### config.mk
export PLATFORM = sky130hd
export DESIGN_NAME = rv_core
export DESIGN_NICKNAME = d
export VERILOG_FILES = /design/src/design/rv_isa_pkg.sv /design/src/design/rv_pipe_pkg.sv /design/src/design/rv_regfile.sv /design/src/design/rv_fetch.sv /design/src/design/rv_decode.sv /design/src/design/rv_execute.sv /design/src/design/rv_writeback.sv /design/src/design/rv_core.sv
export VERILOG_INCLUDE_DIRS = /design/src /design/src/design
export SDC_FILE = /design/constraint.sdc
export NUM_CORES = 2
export LEC_CHECK = 0
export BUFFER_PORTS_ARGS = -buffer_cell sky130_fd_sc_hd__buf_2
export CAP_MARGIN = 30
export CELL_PAD_IN_SITES_DETAIL_PLACEMENT = 1
export CELL_PAD_IN_SITES_GLOBAL_PLACEMENT = 1
export CORE_MARGIN = 1.5
export CORE_UTILIZATION = 48
export CTS_CLUSTER_SIZE = 16
export DETAILED_ROUTE_END_ITERATION = 10
export MAX_ROUTING_LAYER = met4
export PLACE_DENSITY = 0.74
export SLEW_MARGIN = 5
export SYNTH_ARGS = -nofsm -noshare
export SYNTH_HDL_FRONTEND = slang
export SYNTH_SLANG_ARGS = --single-unit
### constraint.sdc
create_clock -name clk -period 5.17 [get_ports clk]
set_input_delay 1.034 -clock clk [delete_from_list [all_inputs] [get_ports clk]]
set_output_delay 1.034 -clock clk [all_outputs]
set_load 0.05 [all_outputs]
### src/design/rv_params.svh
`ifndef RV_PARAMS_SVH
`define RV_PARAMS_SVH

// data path and pc width
`define RV_XLEN 32
// register index width
`define RV_REG_ADDR_W 5
`define RV_NUM_REGS 32
// first fetch address after reset
`define RV_RESET_PC 32'h0000_0000
`define RV_INSN_W 32

`endif

### src/design/rv_isa_pkg.sv
`include "rv_params.svh"

package rv_isa_pkg;

  // major opcodes still supported
  typedef enum logic [6:0] {
    OPC_REG_REG = 7'b0110011,
    OPC_REG_IMM = 7'b0010011,
    OPC_LUI     = 7'b0110111,
    OPC_BRANCH  = 7'b1100011,
    OPC_JAL     = 7'b1101111,
    OPC_ENVIRON = 7'b1110011
  } opcode_e;

  typedef enum logic [3:0] {
    ALU_ADD,
    ALU_SUB,
    ALU_SLL,
    ALU_SLT,
    ALU_SLTU,
    ALU_XOR,
    ALU_SRL,
    ALU_SRA,
    ALU_OR,
    ALU_AND,
    // lui passes the second operand straight through
    ALU_PASS,
    // jal link value
    ALU_PC_PLUS4
  } alu_op_e;

  // encoded as funct3
  typedef enum logic [2:0] {
    BR_EQ  = 3'b000,
    BR_NE  = 3'b001,
    BR_LT  = 3'b100,
    BR_GE  = 3'b101,
    BR_LTU = 3'b110,
    BR_GEU = 3'b111
  } branch_cond_e;

  typedef struct packed {
    alu_op_e alu_op;
    logic use_imm;
    logic is_branch;
    logic is_jal;
    logic is_ecall;
    branch_cond_e branch_cond;
    logic [`RV_REG_ADDR_W-1:0] rd;
    logic reg_write;
    // already sign-extended for its format
    logic [`RV_XLEN-1:0] imm;
  } decoded_insn_t;

endpackage

### src/design/rv_pipe_pkg.sv
`include "rv_params.svh"

package rv_pipe_pkg;

  // what occupies writeback in a given cycle
  typedef enum logic [1:0] {
    CYCLE_INVALID      = 2'd0,
    CYCLE_RESET        = 2'd1,
    CYCLE_NO_STALL     = 2'd2,
    CYCLE_TAKEN_BRANCH = 2'd3
  } cycle_status_e;

  // fetch to decode
  typedef struct packed {
    logic [`RV_XLEN-1:0] pc;
    logic [`RV_INSN_W-1:0] insn;
    cycle_status_e status;
  } fetch_stage_t;

  // decode to execute
  typedef struct packed {
    logic [`RV_XLEN-1:0] pc;
    logic [`RV_INSN_W-1:0] insn;
    cycle_status_e status;
    rv_isa_pkg::decoded_insn_t dec;
    logic [`RV_XLEN-1:0] rs1_data;
    logic [`RV_XLEN-1:0] rs2_data;
  } execute_stage_t;

  // execute to writeback
  typedef struct packed {
    logic [`RV_XLEN-1:0] pc;
    logic [`RV_INSN_W-1:0] insn;
    cycle_status_e status;
    logic [`RV_XLEN-1:0] result;
    logic [`RV_REG_ADDR_W-1:0] rd;
    logic reg_write;
    logic is_ecall;
  } writeback_stage_t;

  typedef struct packed {
    logic taken;
    logic [`RV_XLEN-1:0] target;
  } redirect_t;

  typedef struct packed {
    logic we;
    logic [`RV_REG_ADDR_W-1:0] rd;
    logic [`RV_XLEN-1:0] data;
  } reg_write_t;

endpackage

### src/design/rv_regfile.sv
`timescale 1ns/1ps
`include "rv_params.svh"

module rv_regfile (
  input  logic                       clk,
  input  logic                       rst,
  input  logic [`RV_REG_ADDR_W-1:0]  rs1_addr,
  input  logic [`RV_REG_ADDR_W-1:0]  rs2_addr,
  output logic [`RV_XLEN-1:0]        rs1_data,
  output logic [`RV_XLEN-1:0]        rs2_data,
  input  rv_pipe_pkg::reg_write_t    wr
);

  // x0 has no storage
  logic [`RV_XLEN-1:0] regs [1:`RV_NUM_REGS-1];

  always_ff @(posedge clk) begin
    if (rst) begin
      for (int i = 1; i < `RV_NUM_REGS; i++) begin
        regs[i] <= '0;
      end
    end else if (wr.we && wr.rd != '0) begin
      regs[wr.rd] <= wr.data;
    end
  end

  // a same-cycle write to the read register wins
  assign rs1_data = (rs1_addr == '0) ? '0 :
                    (wr.we && wr.rd == rs1_addr) ? wr.data : regs[rs1_addr];
  assign rs2_data = (rs2_addr == '0) ? '0 :
                    (wr.we && wr.rd == rs2_addr) ? wr.data : regs[rs2_addr];

endmodule

### src/design/rv_fetch.sv
`timescale 1ns/1ps
`include "rv_params.svh"

module rv_fetch (
  input  logic                        clk,
  input  logic                        rst,
  output logic [`RV_XLEN-1:0]         imem_pc,
  input  logic [`RV_INSN_W-1:0]       imem_insn,
  input  rv_pipe_pkg::redirect_t      redirect,
  output rv_pipe_pkg::fetch_stage_t   fetch_out
);

  logic [`RV_XLEN-1:0] pc;

  assign imem_pc = pc;

  always_ff @(posedge clk) begin
    if (rst) begin
      pc <= `RV_RESET_PC;
      fetch_out <= '{pc: '0, insn: '0, status: rv_pipe_pkg::CYCLE_RESET};
    end else if (redirect.taken) begin
      // bubble replaces the wrong-path fetch
      pc <= redirect.target;
      fetch_out <= '{pc: '0, insn: '0, status: rv_pipe_pkg::CYCLE_TAKEN_BRANCH};
    end else begin
      pc <= pc + `RV_XLEN'd4;
      fetch_out <= '{pc: pc, insn: imem_insn, status: rv_pipe_pkg::CYCLE_NO_STALL};
    end
  end

endmodule

### src/design/rv_decode.sv
`timescale 1ns/1ps
`include "rv_params.svh"

module rv_decode (
  input  logic                         clk,
  input  logic                         rst,
  input  rv_pipe_pkg::fetch_stage_t    fetch_in,
  input  rv_pipe_pkg::redirect_t       redirect,
  output logic [`RV_REG_ADDR_W-1:0]    rs1_addr,
  output logic [`RV_REG_ADDR_W-1:0]    rs2_addr,
  input  logic [`RV_XLEN-1:0]          rs1_data,
  input  logic [`RV_XLEN-1:0]          rs2_data,
  output rv_pipe_pkg::execute_stage_t  execute_out
);

  rv_isa_pkg::opcode_e opcode;
  logic [2:0] funct3;
  logic [6:0] funct7;
  logic [`RV_XLEN-1:0] imm_i;
  logic [`RV_XLEN-1:0] imm_b;
  logic [`RV_XLEN-1:0] imm_u;
  logic [`RV_XLEN-1:0] imm_j;
  rv_isa_pkg::decoded_insn_t dec;

  // funct3 mapping shared by reg-reg and reg-imm forms
  function automatic rv_isa_pkg::alu_op_e base_op(input logic [2:0] f3);
    case (f3)
      3'b000:  return rv_isa_pkg::ALU_ADD;
      3'b001:  return rv_isa_pkg::ALU_SLL;
      3'b010:  return rv_isa_pkg::ALU_SLT;
      3'b011:  return rv_isa_pkg::ALU_SLTU;
      3'b100:  return rv_isa_pkg::ALU_XOR;
      3'b101:  return rv_isa_pkg::ALU_SRL;
      3'b110:  return rv_isa_pkg::ALU_OR;
      default: return rv_isa_pkg::ALU_AND;
    endcase
  endfunction

  assign opcode = rv_isa_pkg::opcode_e'(fetch_in.insn[6:0]);
  assign funct3 = fetch_in.insn[14:12];
  assign funct7 = fetch_in.insn[31:25];
  assign rs1_addr = fetch_in.insn[19:15];
  assign rs2_addr = fetch_in.insn[24:20];

  assign imm_i = {{20{fetch_in.insn[31]}}, fetch_in.insn[31:20]};
  assign imm_b = {{19{fetch_in.insn[31]}}, fetch_in.insn[31], fetch_in.insn[7],
                  fetch_in.insn[30:25], fetch_in.insn[11:8], 1'b0};
  assign imm_u = {fetch_in.insn[31:12], 12'h000};
  assign imm_j = {{11{fetch_in.insn[31]}}, fetch_in.insn[31], fetch_in.insn[19:12],
                  fetch_in.insn[20], fetch_in.insn[30:21], 1'b0};

  always_comb begin
    // unknown encodings fall out as no-write no-ops
    dec = '0;
    dec.rd = fetch_in.insn[11:7];
    case (opcode)
      rv_isa_pkg::OPC_REG_REG: begin
        dec.reg_write = 1'b1;
        dec.alu_op = base_op(funct3);
        if (funct7 == 7'b0100000 && funct3 == 3'b000) begin
          dec.alu_op = rv_isa_pkg::ALU_SUB;
        end else if (funct7 == 7'b0100000 && funct3 == 3'b101) begin
          dec.alu_op = rv_isa_pkg::ALU_SRA;
        end else if (funct7 != 7'b0000000) begin
          dec.reg_write = 1'b0;
        end
      end
      rv_isa_pkg::OPC_REG_IMM: begin
        dec.reg_write = 1'b1;
        dec.use_imm = 1'b1;
        dec.imm = imm_i;
        dec.alu_op = base_op(funct3);
        // shifts carry a funct7 in the upper immediate bits
        if (funct3 == 3'b101 && funct7 == 7'b0100000) begin
          dec.alu_op = rv_isa_pkg::ALU_SRA;
        end else if ((funct3 == 3'b001 || funct3 == 3'b101) && funct7 != 7'b0000000) begin
          dec.reg_write = 1'b0;
        end
      end
      rv_isa_pkg::OPC_LUI: begin
        dec.reg_write = 1'b1;
        dec.use_imm = 1'b1;
        dec.imm = imm_u;
        dec.alu_op = rv_isa_pkg::ALU_PASS;
      end
      rv_isa_pkg::OPC_BRANCH: begin
        // funct3 010 and 011 are not branches
        dec.is_branch = (funct3[2:1] != 2'b01);
        dec.branch_cond = rv_isa_pkg::branch_cond_e'(funct3);
        dec.imm = imm_b;
      end
      rv_isa_pkg::OPC_JAL: begin
        dec.is_jal = 1'b1;
        dec.reg_write = 1'b1;
        dec.imm = imm_j;
        dec.alu_op = rv_isa_pkg::ALU_PC_PLUS4;
      end
      rv_isa_pkg::OPC_ENVIRON: begin
        dec.is_ecall = (fetch_in.insn[31:7] == 25'd0);
      end
      default: begin
      end
    endcase
  end

  always_ff @(posedge clk) begin
    if (rst) begin
      execute_out <= '{pc: '0, insn: '0, status: rv_pipe_pkg::CYCLE_RESET, dec: '0,
                       rs1_data: '0, rs2_data: '0};
    end else if (redirect.taken) begin
      // squash the wrong-path slot
      execute_out <= '{pc: '0, insn: '0, status: rv_pipe_pkg::CYCLE_TAKEN_BRANCH, dec: '0,
                       rs1_data: '0, rs2_data: '0};
    end else begin
      execute_out <= '{pc: fetch_in.pc, insn: fetch_in.insn, status: fetch_in.status,
                       dec: dec, rs1_data: rs1_data, rs2_data: rs2_data};
    end
  end

endmodule

### src/design/rv_execute.sv
`timescale 1ns/1ps
`include "rv_params.svh"

module rv_execute (
  input  logic                          clk,
  input  logic                          rst,
  input  rv_pipe_pkg::execute_stage_t   execute_in,
  output rv_pipe_pkg::redirect_t        redirect,
  output rv_pipe_pkg::writeback_stage_t writeback_out
);

  logic [`RV_XLEN-1:0] alu_a;
  logic [`RV_XLEN-1:0] alu_b;
  logic [4:0] shamt;
  logic [`RV_XLEN-1:0] alu_result;
  logic cond_true;
  logic taken;

  assign alu_a = execute_in.rs1_data;
  assign alu_b = execute_in.dec.use_imm ? execute_in.dec.imm : execute_in.rs2_data;
  assign shamt = alu_b[4:0];

  always_comb begin
    case (execute_in.dec.alu_op)
      rv_isa_pkg::ALU_ADD:      alu_result = alu_a + alu_b;
      rv_isa_pkg::ALU_SUB:      alu_result = alu_a - alu_b;
      rv_isa_pkg::ALU_SLL:      alu_result = alu_a << shamt;
      rv_isa_pkg::ALU_SLT:      alu_result = {31'd0, $signed(alu_a) < $signed(alu_b)};
      rv_isa_pkg::ALU_SLTU:     alu_result = {31'd0, alu_a < alu_b};
      rv_isa_pkg::ALU_XOR:      alu_result = alu_a ^ alu_b;
      rv_isa_pkg::ALU_SRL:      alu_result = alu_a >> shamt;
      rv_isa_pkg::ALU_SRA:      alu_result = $signed(alu_a) >>> shamt;
      rv_isa_pkg::ALU_OR:       alu_result = alu_a | alu_b;
      rv_isa_pkg::ALU_AND:      alu_result = alu_a & alu_b;
      rv_isa_pkg::ALU_PASS:     alu_result = alu_b;
      rv_isa_pkg::ALU_PC_PLUS4: alu_result = execute_in.pc + `RV_XLEN'd4;
      default:                  alu_result = '0;
    endcase
  end

  // branch compare always uses both registers
  always_comb begin
    case (execute_in.dec.branch_cond)
      rv_isa_pkg::BR_EQ:  cond_true = (execute_in.rs1_data == execute_in.rs2_data);
      rv_isa_pkg::BR_NE:  cond_true = (execute_in.rs1_data != execute_in.rs2_data);
      rv_isa_pkg::BR_LT:  cond_true = ($signed(execute_in.rs1_data) <
                                       $signed(execute_in.rs2_data));
      rv_isa_pkg::BR_GE:  cond_true = ($signed(execute_in.rs1_data) >=
                                       $signed(execute_in.rs2_data));
      rv_isa_pkg::BR_LTU: cond_true = (execute_in.rs1_data < execute_in.rs2_data);
      rv_isa_pkg::BR_GEU: cond_true = (execute_in.rs1_data >= execute_in.rs2_data);
      default:            cond_true = 1'b0;
    endcase
  end

  // bubbles never redirect
  assign taken = (execute_in.status == rv_pipe_pkg::CYCLE_NO_STALL) &&
                 (execute_in.dec.is_jal || (execute_in.dec.is_branch && cond_true));

  assign redirect.taken = taken;
  assign redirect.target = execute_in.pc + execute_in.dec.imm;

  always_ff @(posedge clk) begin
    if (rst) begin
      writeback_out <= '{pc: '0, insn: '0, status: rv_pipe_pkg::CYCLE_RESET, result: '0,
                         rd: '0, reg_write: 1'b0, is_ecall: 1'b0};
    end else begin
      writeback_out <= '{pc: execute_in.pc, insn: execute_in.insn,
                         status: execute_in.status, result: alu_result,
                         rd: execute_in.dec.rd, reg_write: execute_in.dec.reg_write,
                         is_ecall: execute_in.dec.is_ecall};
    end
  end

endmodule

### src/design/rv_writeback.sv
`timescale 1ns/1ps
`include "rv_params.svh"

module rv_writeback (
  input  logic                          clk,
  input  logic                          rst,
  input  rv_pipe_pkg::writeback_stage_t writeback_in,
  output rv_pipe_pkg::reg_write_t       reg_wr,
  output logic                          halt,
  output logic [`RV_XLEN-1:0]           trace_pc,
  output logic [`RV_INSN_W-1:0]         trace_insn,
  output rv_pipe_pkg::cycle_status_e    trace_status
);

  logic valid;

  assign valid = (writeback_in.status == rv_pipe_pkg::CYCLE_NO_STALL);

  // x0 writes dropped here as well as in the register file
  assign reg_wr.we = valid && writeback_in.reg_write && (writeback_in.rd != '0);
  assign reg_wr.rd = writeback_in.rd;
  assign reg_wr.data = writeback_in.result;

  // sticky until reset
  always_ff @(posedge clk) begin
    if (rst) begin
      halt <= 1'b0;
    end else if (valid && writeback_in.is_ecall) begin
      halt <= 1'b1;
    end
  end

  assign trace_pc = writeback_in.pc;
  assign trace_insn = writeback_in.insn;
  assign trace_status = writeback_in.status;

endmodule

### src/design/rv_core.sv
`timescale 1ns/1ps
`include "rv_params.svh"

module rv_core (
  input  logic                       clk,
  input  logic                       rst,
  output logic [`RV_XLEN-1:0]        imem_pc,
  input  logic [`RV_INSN_W-1:0]      imem_insn,
  output logic                       halt,
  output logic [`RV_XLEN-1:0]        trace_writeback_pc,
  output logic [`RV_INSN_W-1:0]      trace_writeback_insn,
  output rv_pipe_pkg::cycle_status_e trace_writeback_cycle_status,
  output rv_pipe_pkg::reg_write_t    trace_writeback_reg
);

  rv_pipe_pkg::fetch_stage_t fetch_stage;
  rv_pipe_pkg::execute_stage_t execute_stage;
  rv_pipe_pkg::writeback_stage_t writeback_stage;
  rv_pipe_pkg::redirect_t redirect;
  rv_pipe_pkg::reg_write_t reg_wr;
  logic [`RV_REG_ADDR_W-1:0] rs1_addr;
  logic [`RV_REG_ADDR_W-1:0] rs2_addr;
  logic [`RV_XLEN-1:0] rs1_data;
  logic [`RV_XLEN-1:0] rs2_data;

  rv_fetch fetch_i (
    .clk       (clk),
    .rst       (rst),
    .imem_pc   (imem_pc),
    .imem_insn (imem_insn),
    .redirect  (redirect),
    .fetch_out (fetch_stage)
  );

  rv_decode decode_i (
    .clk         (clk),
    .rst         (rst),
    .fetch_in    (fetch_stage),
    .redirect    (redirect),
    .rs1_addr    (rs1_addr),
    .rs2_addr    (rs2_addr),
    .rs1_data    (rs1_data),
    .rs2_data    (rs2_data),
    .execute_out (execute_stage)
  );

  rv_regfile regfile_i (
    .clk      (clk),
    .rst      (rst),
    .rs1_addr (rs1_addr),
    .rs2_addr (rs2_addr),
    .rs1_data (rs1_data),
    .rs2_data (rs2_data),
    .wr       (reg_wr)
  );

  rv_execute execute_i (
    .clk           (clk),
    .rst           (rst),
    .execute_in    (execute_stage),
    .redirect      (redirect),
    .writeback_out (writeback_stage)
  );

  rv_writeback writeback_i (
    .clk          (clk),
    .rst          (rst),
    .writeback_in (writeback_stage),
    .reg_wr       (reg_wr),
    .halt         (halt),
    .trace_pc     (trace_writeback_pc),
    .trace_insn   (trace_writeback_insn),
    .trace_status (trace_writeback_cycle_status)
  );

  // the write request doubles as the trace
  assign trace_writeback_reg = reg_wr;

endmodule

==> run summary <==
Most used cells in the layout excluding fill and tap cells: edfxtp_1, and2_1, mux4_2
Cell variety after synth: 104
Crit-path max FO: 35
Avg Cell Area, Syn: 12.0 sq um
Die X-Extent: 409 um
Setup Viol. Count Final: 0
Critical path class: flip-flop to flip-flop
DIE AREA: 168000 sq um
Status: completed
Vias in the first global route: 60100
Critical Path RT: 5.77 ns
CTS tree: built
Layout Nets: 6724
Clk Latency, worst-skew pair: 0.82 ns
Post-Syn Instances: 6610
Tmin final: 4.62 ns
Detailed Route Iter0 Violations: 6475
Crit end category: flip-flop
H-tree depth: 4
Final Non-Filler Cells: 8834
Pin count of the biggest net entering global routing: 187
Drt total wl: 306000 um
Core Area: 163000 sq um
Asr flop ratio synth: 0%
DR WL/cell: 34.6 um
Gr usage total: 37.2%
Cells along the critical path: ha_1 > nand4_1 > nor4_4 > nand4_1 > xor2_1 > nor2_1 > o211a_1 > a32oi_4 > and2_4 > inv_2 > nor2_1
Boundary Pins: 171
Crit start category: flip-flop
Vias per cell: 6.66
Fin. max-slew vios: 0
CTS Buf Count: 156
Placed cells: 8541
First-pass GRT wire length: 436000 um
Slew Limit Headroom: 27.7%
EDFF count, synth: 1024
Antenna violations before repair: 10
Post-route antenna net violation count: 0
TritonRoute pass-1 iters: 7
Commonest non-fill, non-tap cell in the layout: edfxtp_1
Hold-fix buffer count after cts: 0
Initial Util: 48.5%
WP data arrival: 5.21 ns
Yosys warns: 0
Longest Clk Path Bufs: 3
Hold Crit Class: flip-flop to flip-flop
Layout area overhead: 10.6%
Worst vdd ir: 0.000366 V
Clock Tree Root: clkbuf_16
Slowest-stage cell, CP: nor2_1
Skew final: 0.0328 ns
Synthesized cell area: 79300 sq um
# resized after CTS: 0
IO Port Bufs: 170
FILL cells: 16500
HPWL after DPL: 207000 um
Die Span Y: 409 um
Fin. Hold Viols: 0
Worst-path clk slew: 0.06 ns
Worst slew pin tran: 1.08 ns
DRC Markers: 0
Gr ovfl total: 0
Standard-cell row count: 148
Unrepaired setup endpoints after global routing: false
Max Cap Viol: 0
Final period util: 89.3%
GPL Wtd Cong: 1.03
Post-CTS setup buffers: 0
Top FF cell, synth: edfxtp_1
Fraction of layout cells with a size suffix above 1: 20.5%
CTS Sinks: 1397
Fmax: 0.217 GHz
Max incr delay on CP: 0.81 ns
#FFs+latches synth: 1397
Sequential share of the synthesized area: 48.2%
Leakage: 32.8 nW
Pwr/cell area: 328 nW/um^2
Final core occ: 53.7%
Total negative slack: 0 ns
Vias: 58900
cell type report:
cell class                 count  area, sq um  area share [%]
multi-input combinational   4415        38000            43.4
sequential                  1397        38300            43.6
tap                         2175         2720            3.10
inverter                     140          533           0.608
timing repair buffer         415         3090            3.53
antenna                       10         25.0          0.0286
clock inverter                71          629           0.718
clock buffer                 211         4380            5.00
kinds of logic (layout without fill, tap and decap cells):
logic type	count (synthesis)	in the layout	synth area share (%)
multiplexers	856	856	18.8
flip-flops	1397	1397	48.2
XOR/XNOR	106	106	1.17
adder cells (fa/ha/maj)	165	165	2.63
AO/OA/AOI/OAI	1053	1053	9.21
other	1	42	0.00473
buffers and inverters	829	837	4.70
AND/OR/NAND/NOR	2203	2203	15.2
synth_stat cells (all sizes together), types with 69 or more instances:
master,number,share of area [%]
a21oi,250,1.6
nand2,304,1.4
and3,158,1.2
and2,1003,7.9
nor2,367,1.7
mux2i,322,4.1
clkbuf,425,2.0
mux4,504,14
buf,264,2.0
nand2b,69,0.54
o21ai,201,1.3
a211oi,125,1.6
dfxtp,373,9.4
ha,162,2.6
edfxtp,1024,39
nor2b,91,0.72
inv,138,0.66
power breakdown:
group / total (mW) / internal, mW / switching (mW)
Combinational: 4.75 / 1.60 / 3.15
Clock: 11.1 / 6.31 / 4.81
Sequential: 12.9 / 12.4 / 0.438
state kept, by name (all words and copies together), names as in the netlist:
| register | flops |
|---|---|
| fetch_i.imem_pc | 32 |
| decode_i.execute_out | 174 |
| fetch_i.fetch_out | 66 |
| writeback_i.halt | 1 |
| regfile_i.regs | 1024 |
| execute_i.writeback_out | 100 |
metrics by stage:
stage | power [mW] | hold slack [ns] | setup WS (ns) | cell area, sq um
after global placement | 17.5 | 0.393 | 0.733 | 82400
after floorplan | 15.9 | 0.386 | 0.779 | 79400
after global routing | 29.4 | 0.430 | 0.543 | 87600
final | 28.7 | 0.417 | 0.552 | 87600
after CTS | 28.7 | 0.407 | 0.643 | 87600
after detailed placement | 17.7 | 0.401 | 0.707 | 82600
path summary, 6_finish.rpt:
check / endpoint / depth (start not counted) / slack, ns / from
worst max register to register: decode_i.execute_out[66] / 11 / 0.55 / decode_i.execute_out[52]
worst min-delay path: decode_i.execute_out[113] / 1 / 0.42 / fetch_i.fetch_out[0]
worst max-delay path: decode_i.execute_out[66] / 11 / 0.55 / decode_i.execute_out[52]
worst min register to register: decode_i.execute_out[113] / 1 / 0.42 / fetch_i.fetch_out[0]
worst max-delay path, delay by kind of cell, from the launching register on:
kind	cells	cell delay (ns)
and+or+nand+nor	6	2.42
DFF	1	0.69
AOI/OAI and AO/OA	2	0.51
buffers and inverters	1	0.27
xor gates and xnor gates	1	0.26
adders and majority gates	1	0.24
layer usage:
layer	share of wire [%]	wire length, um	global-route usage, %
met5	0	0	-
met3	8.2	25000	6.04
met4	6.4	19600	20.9
met1	37	114000	44.8
met2	48	147000	59.5
No activity file was read; power rests on OpenSTA's default activity.
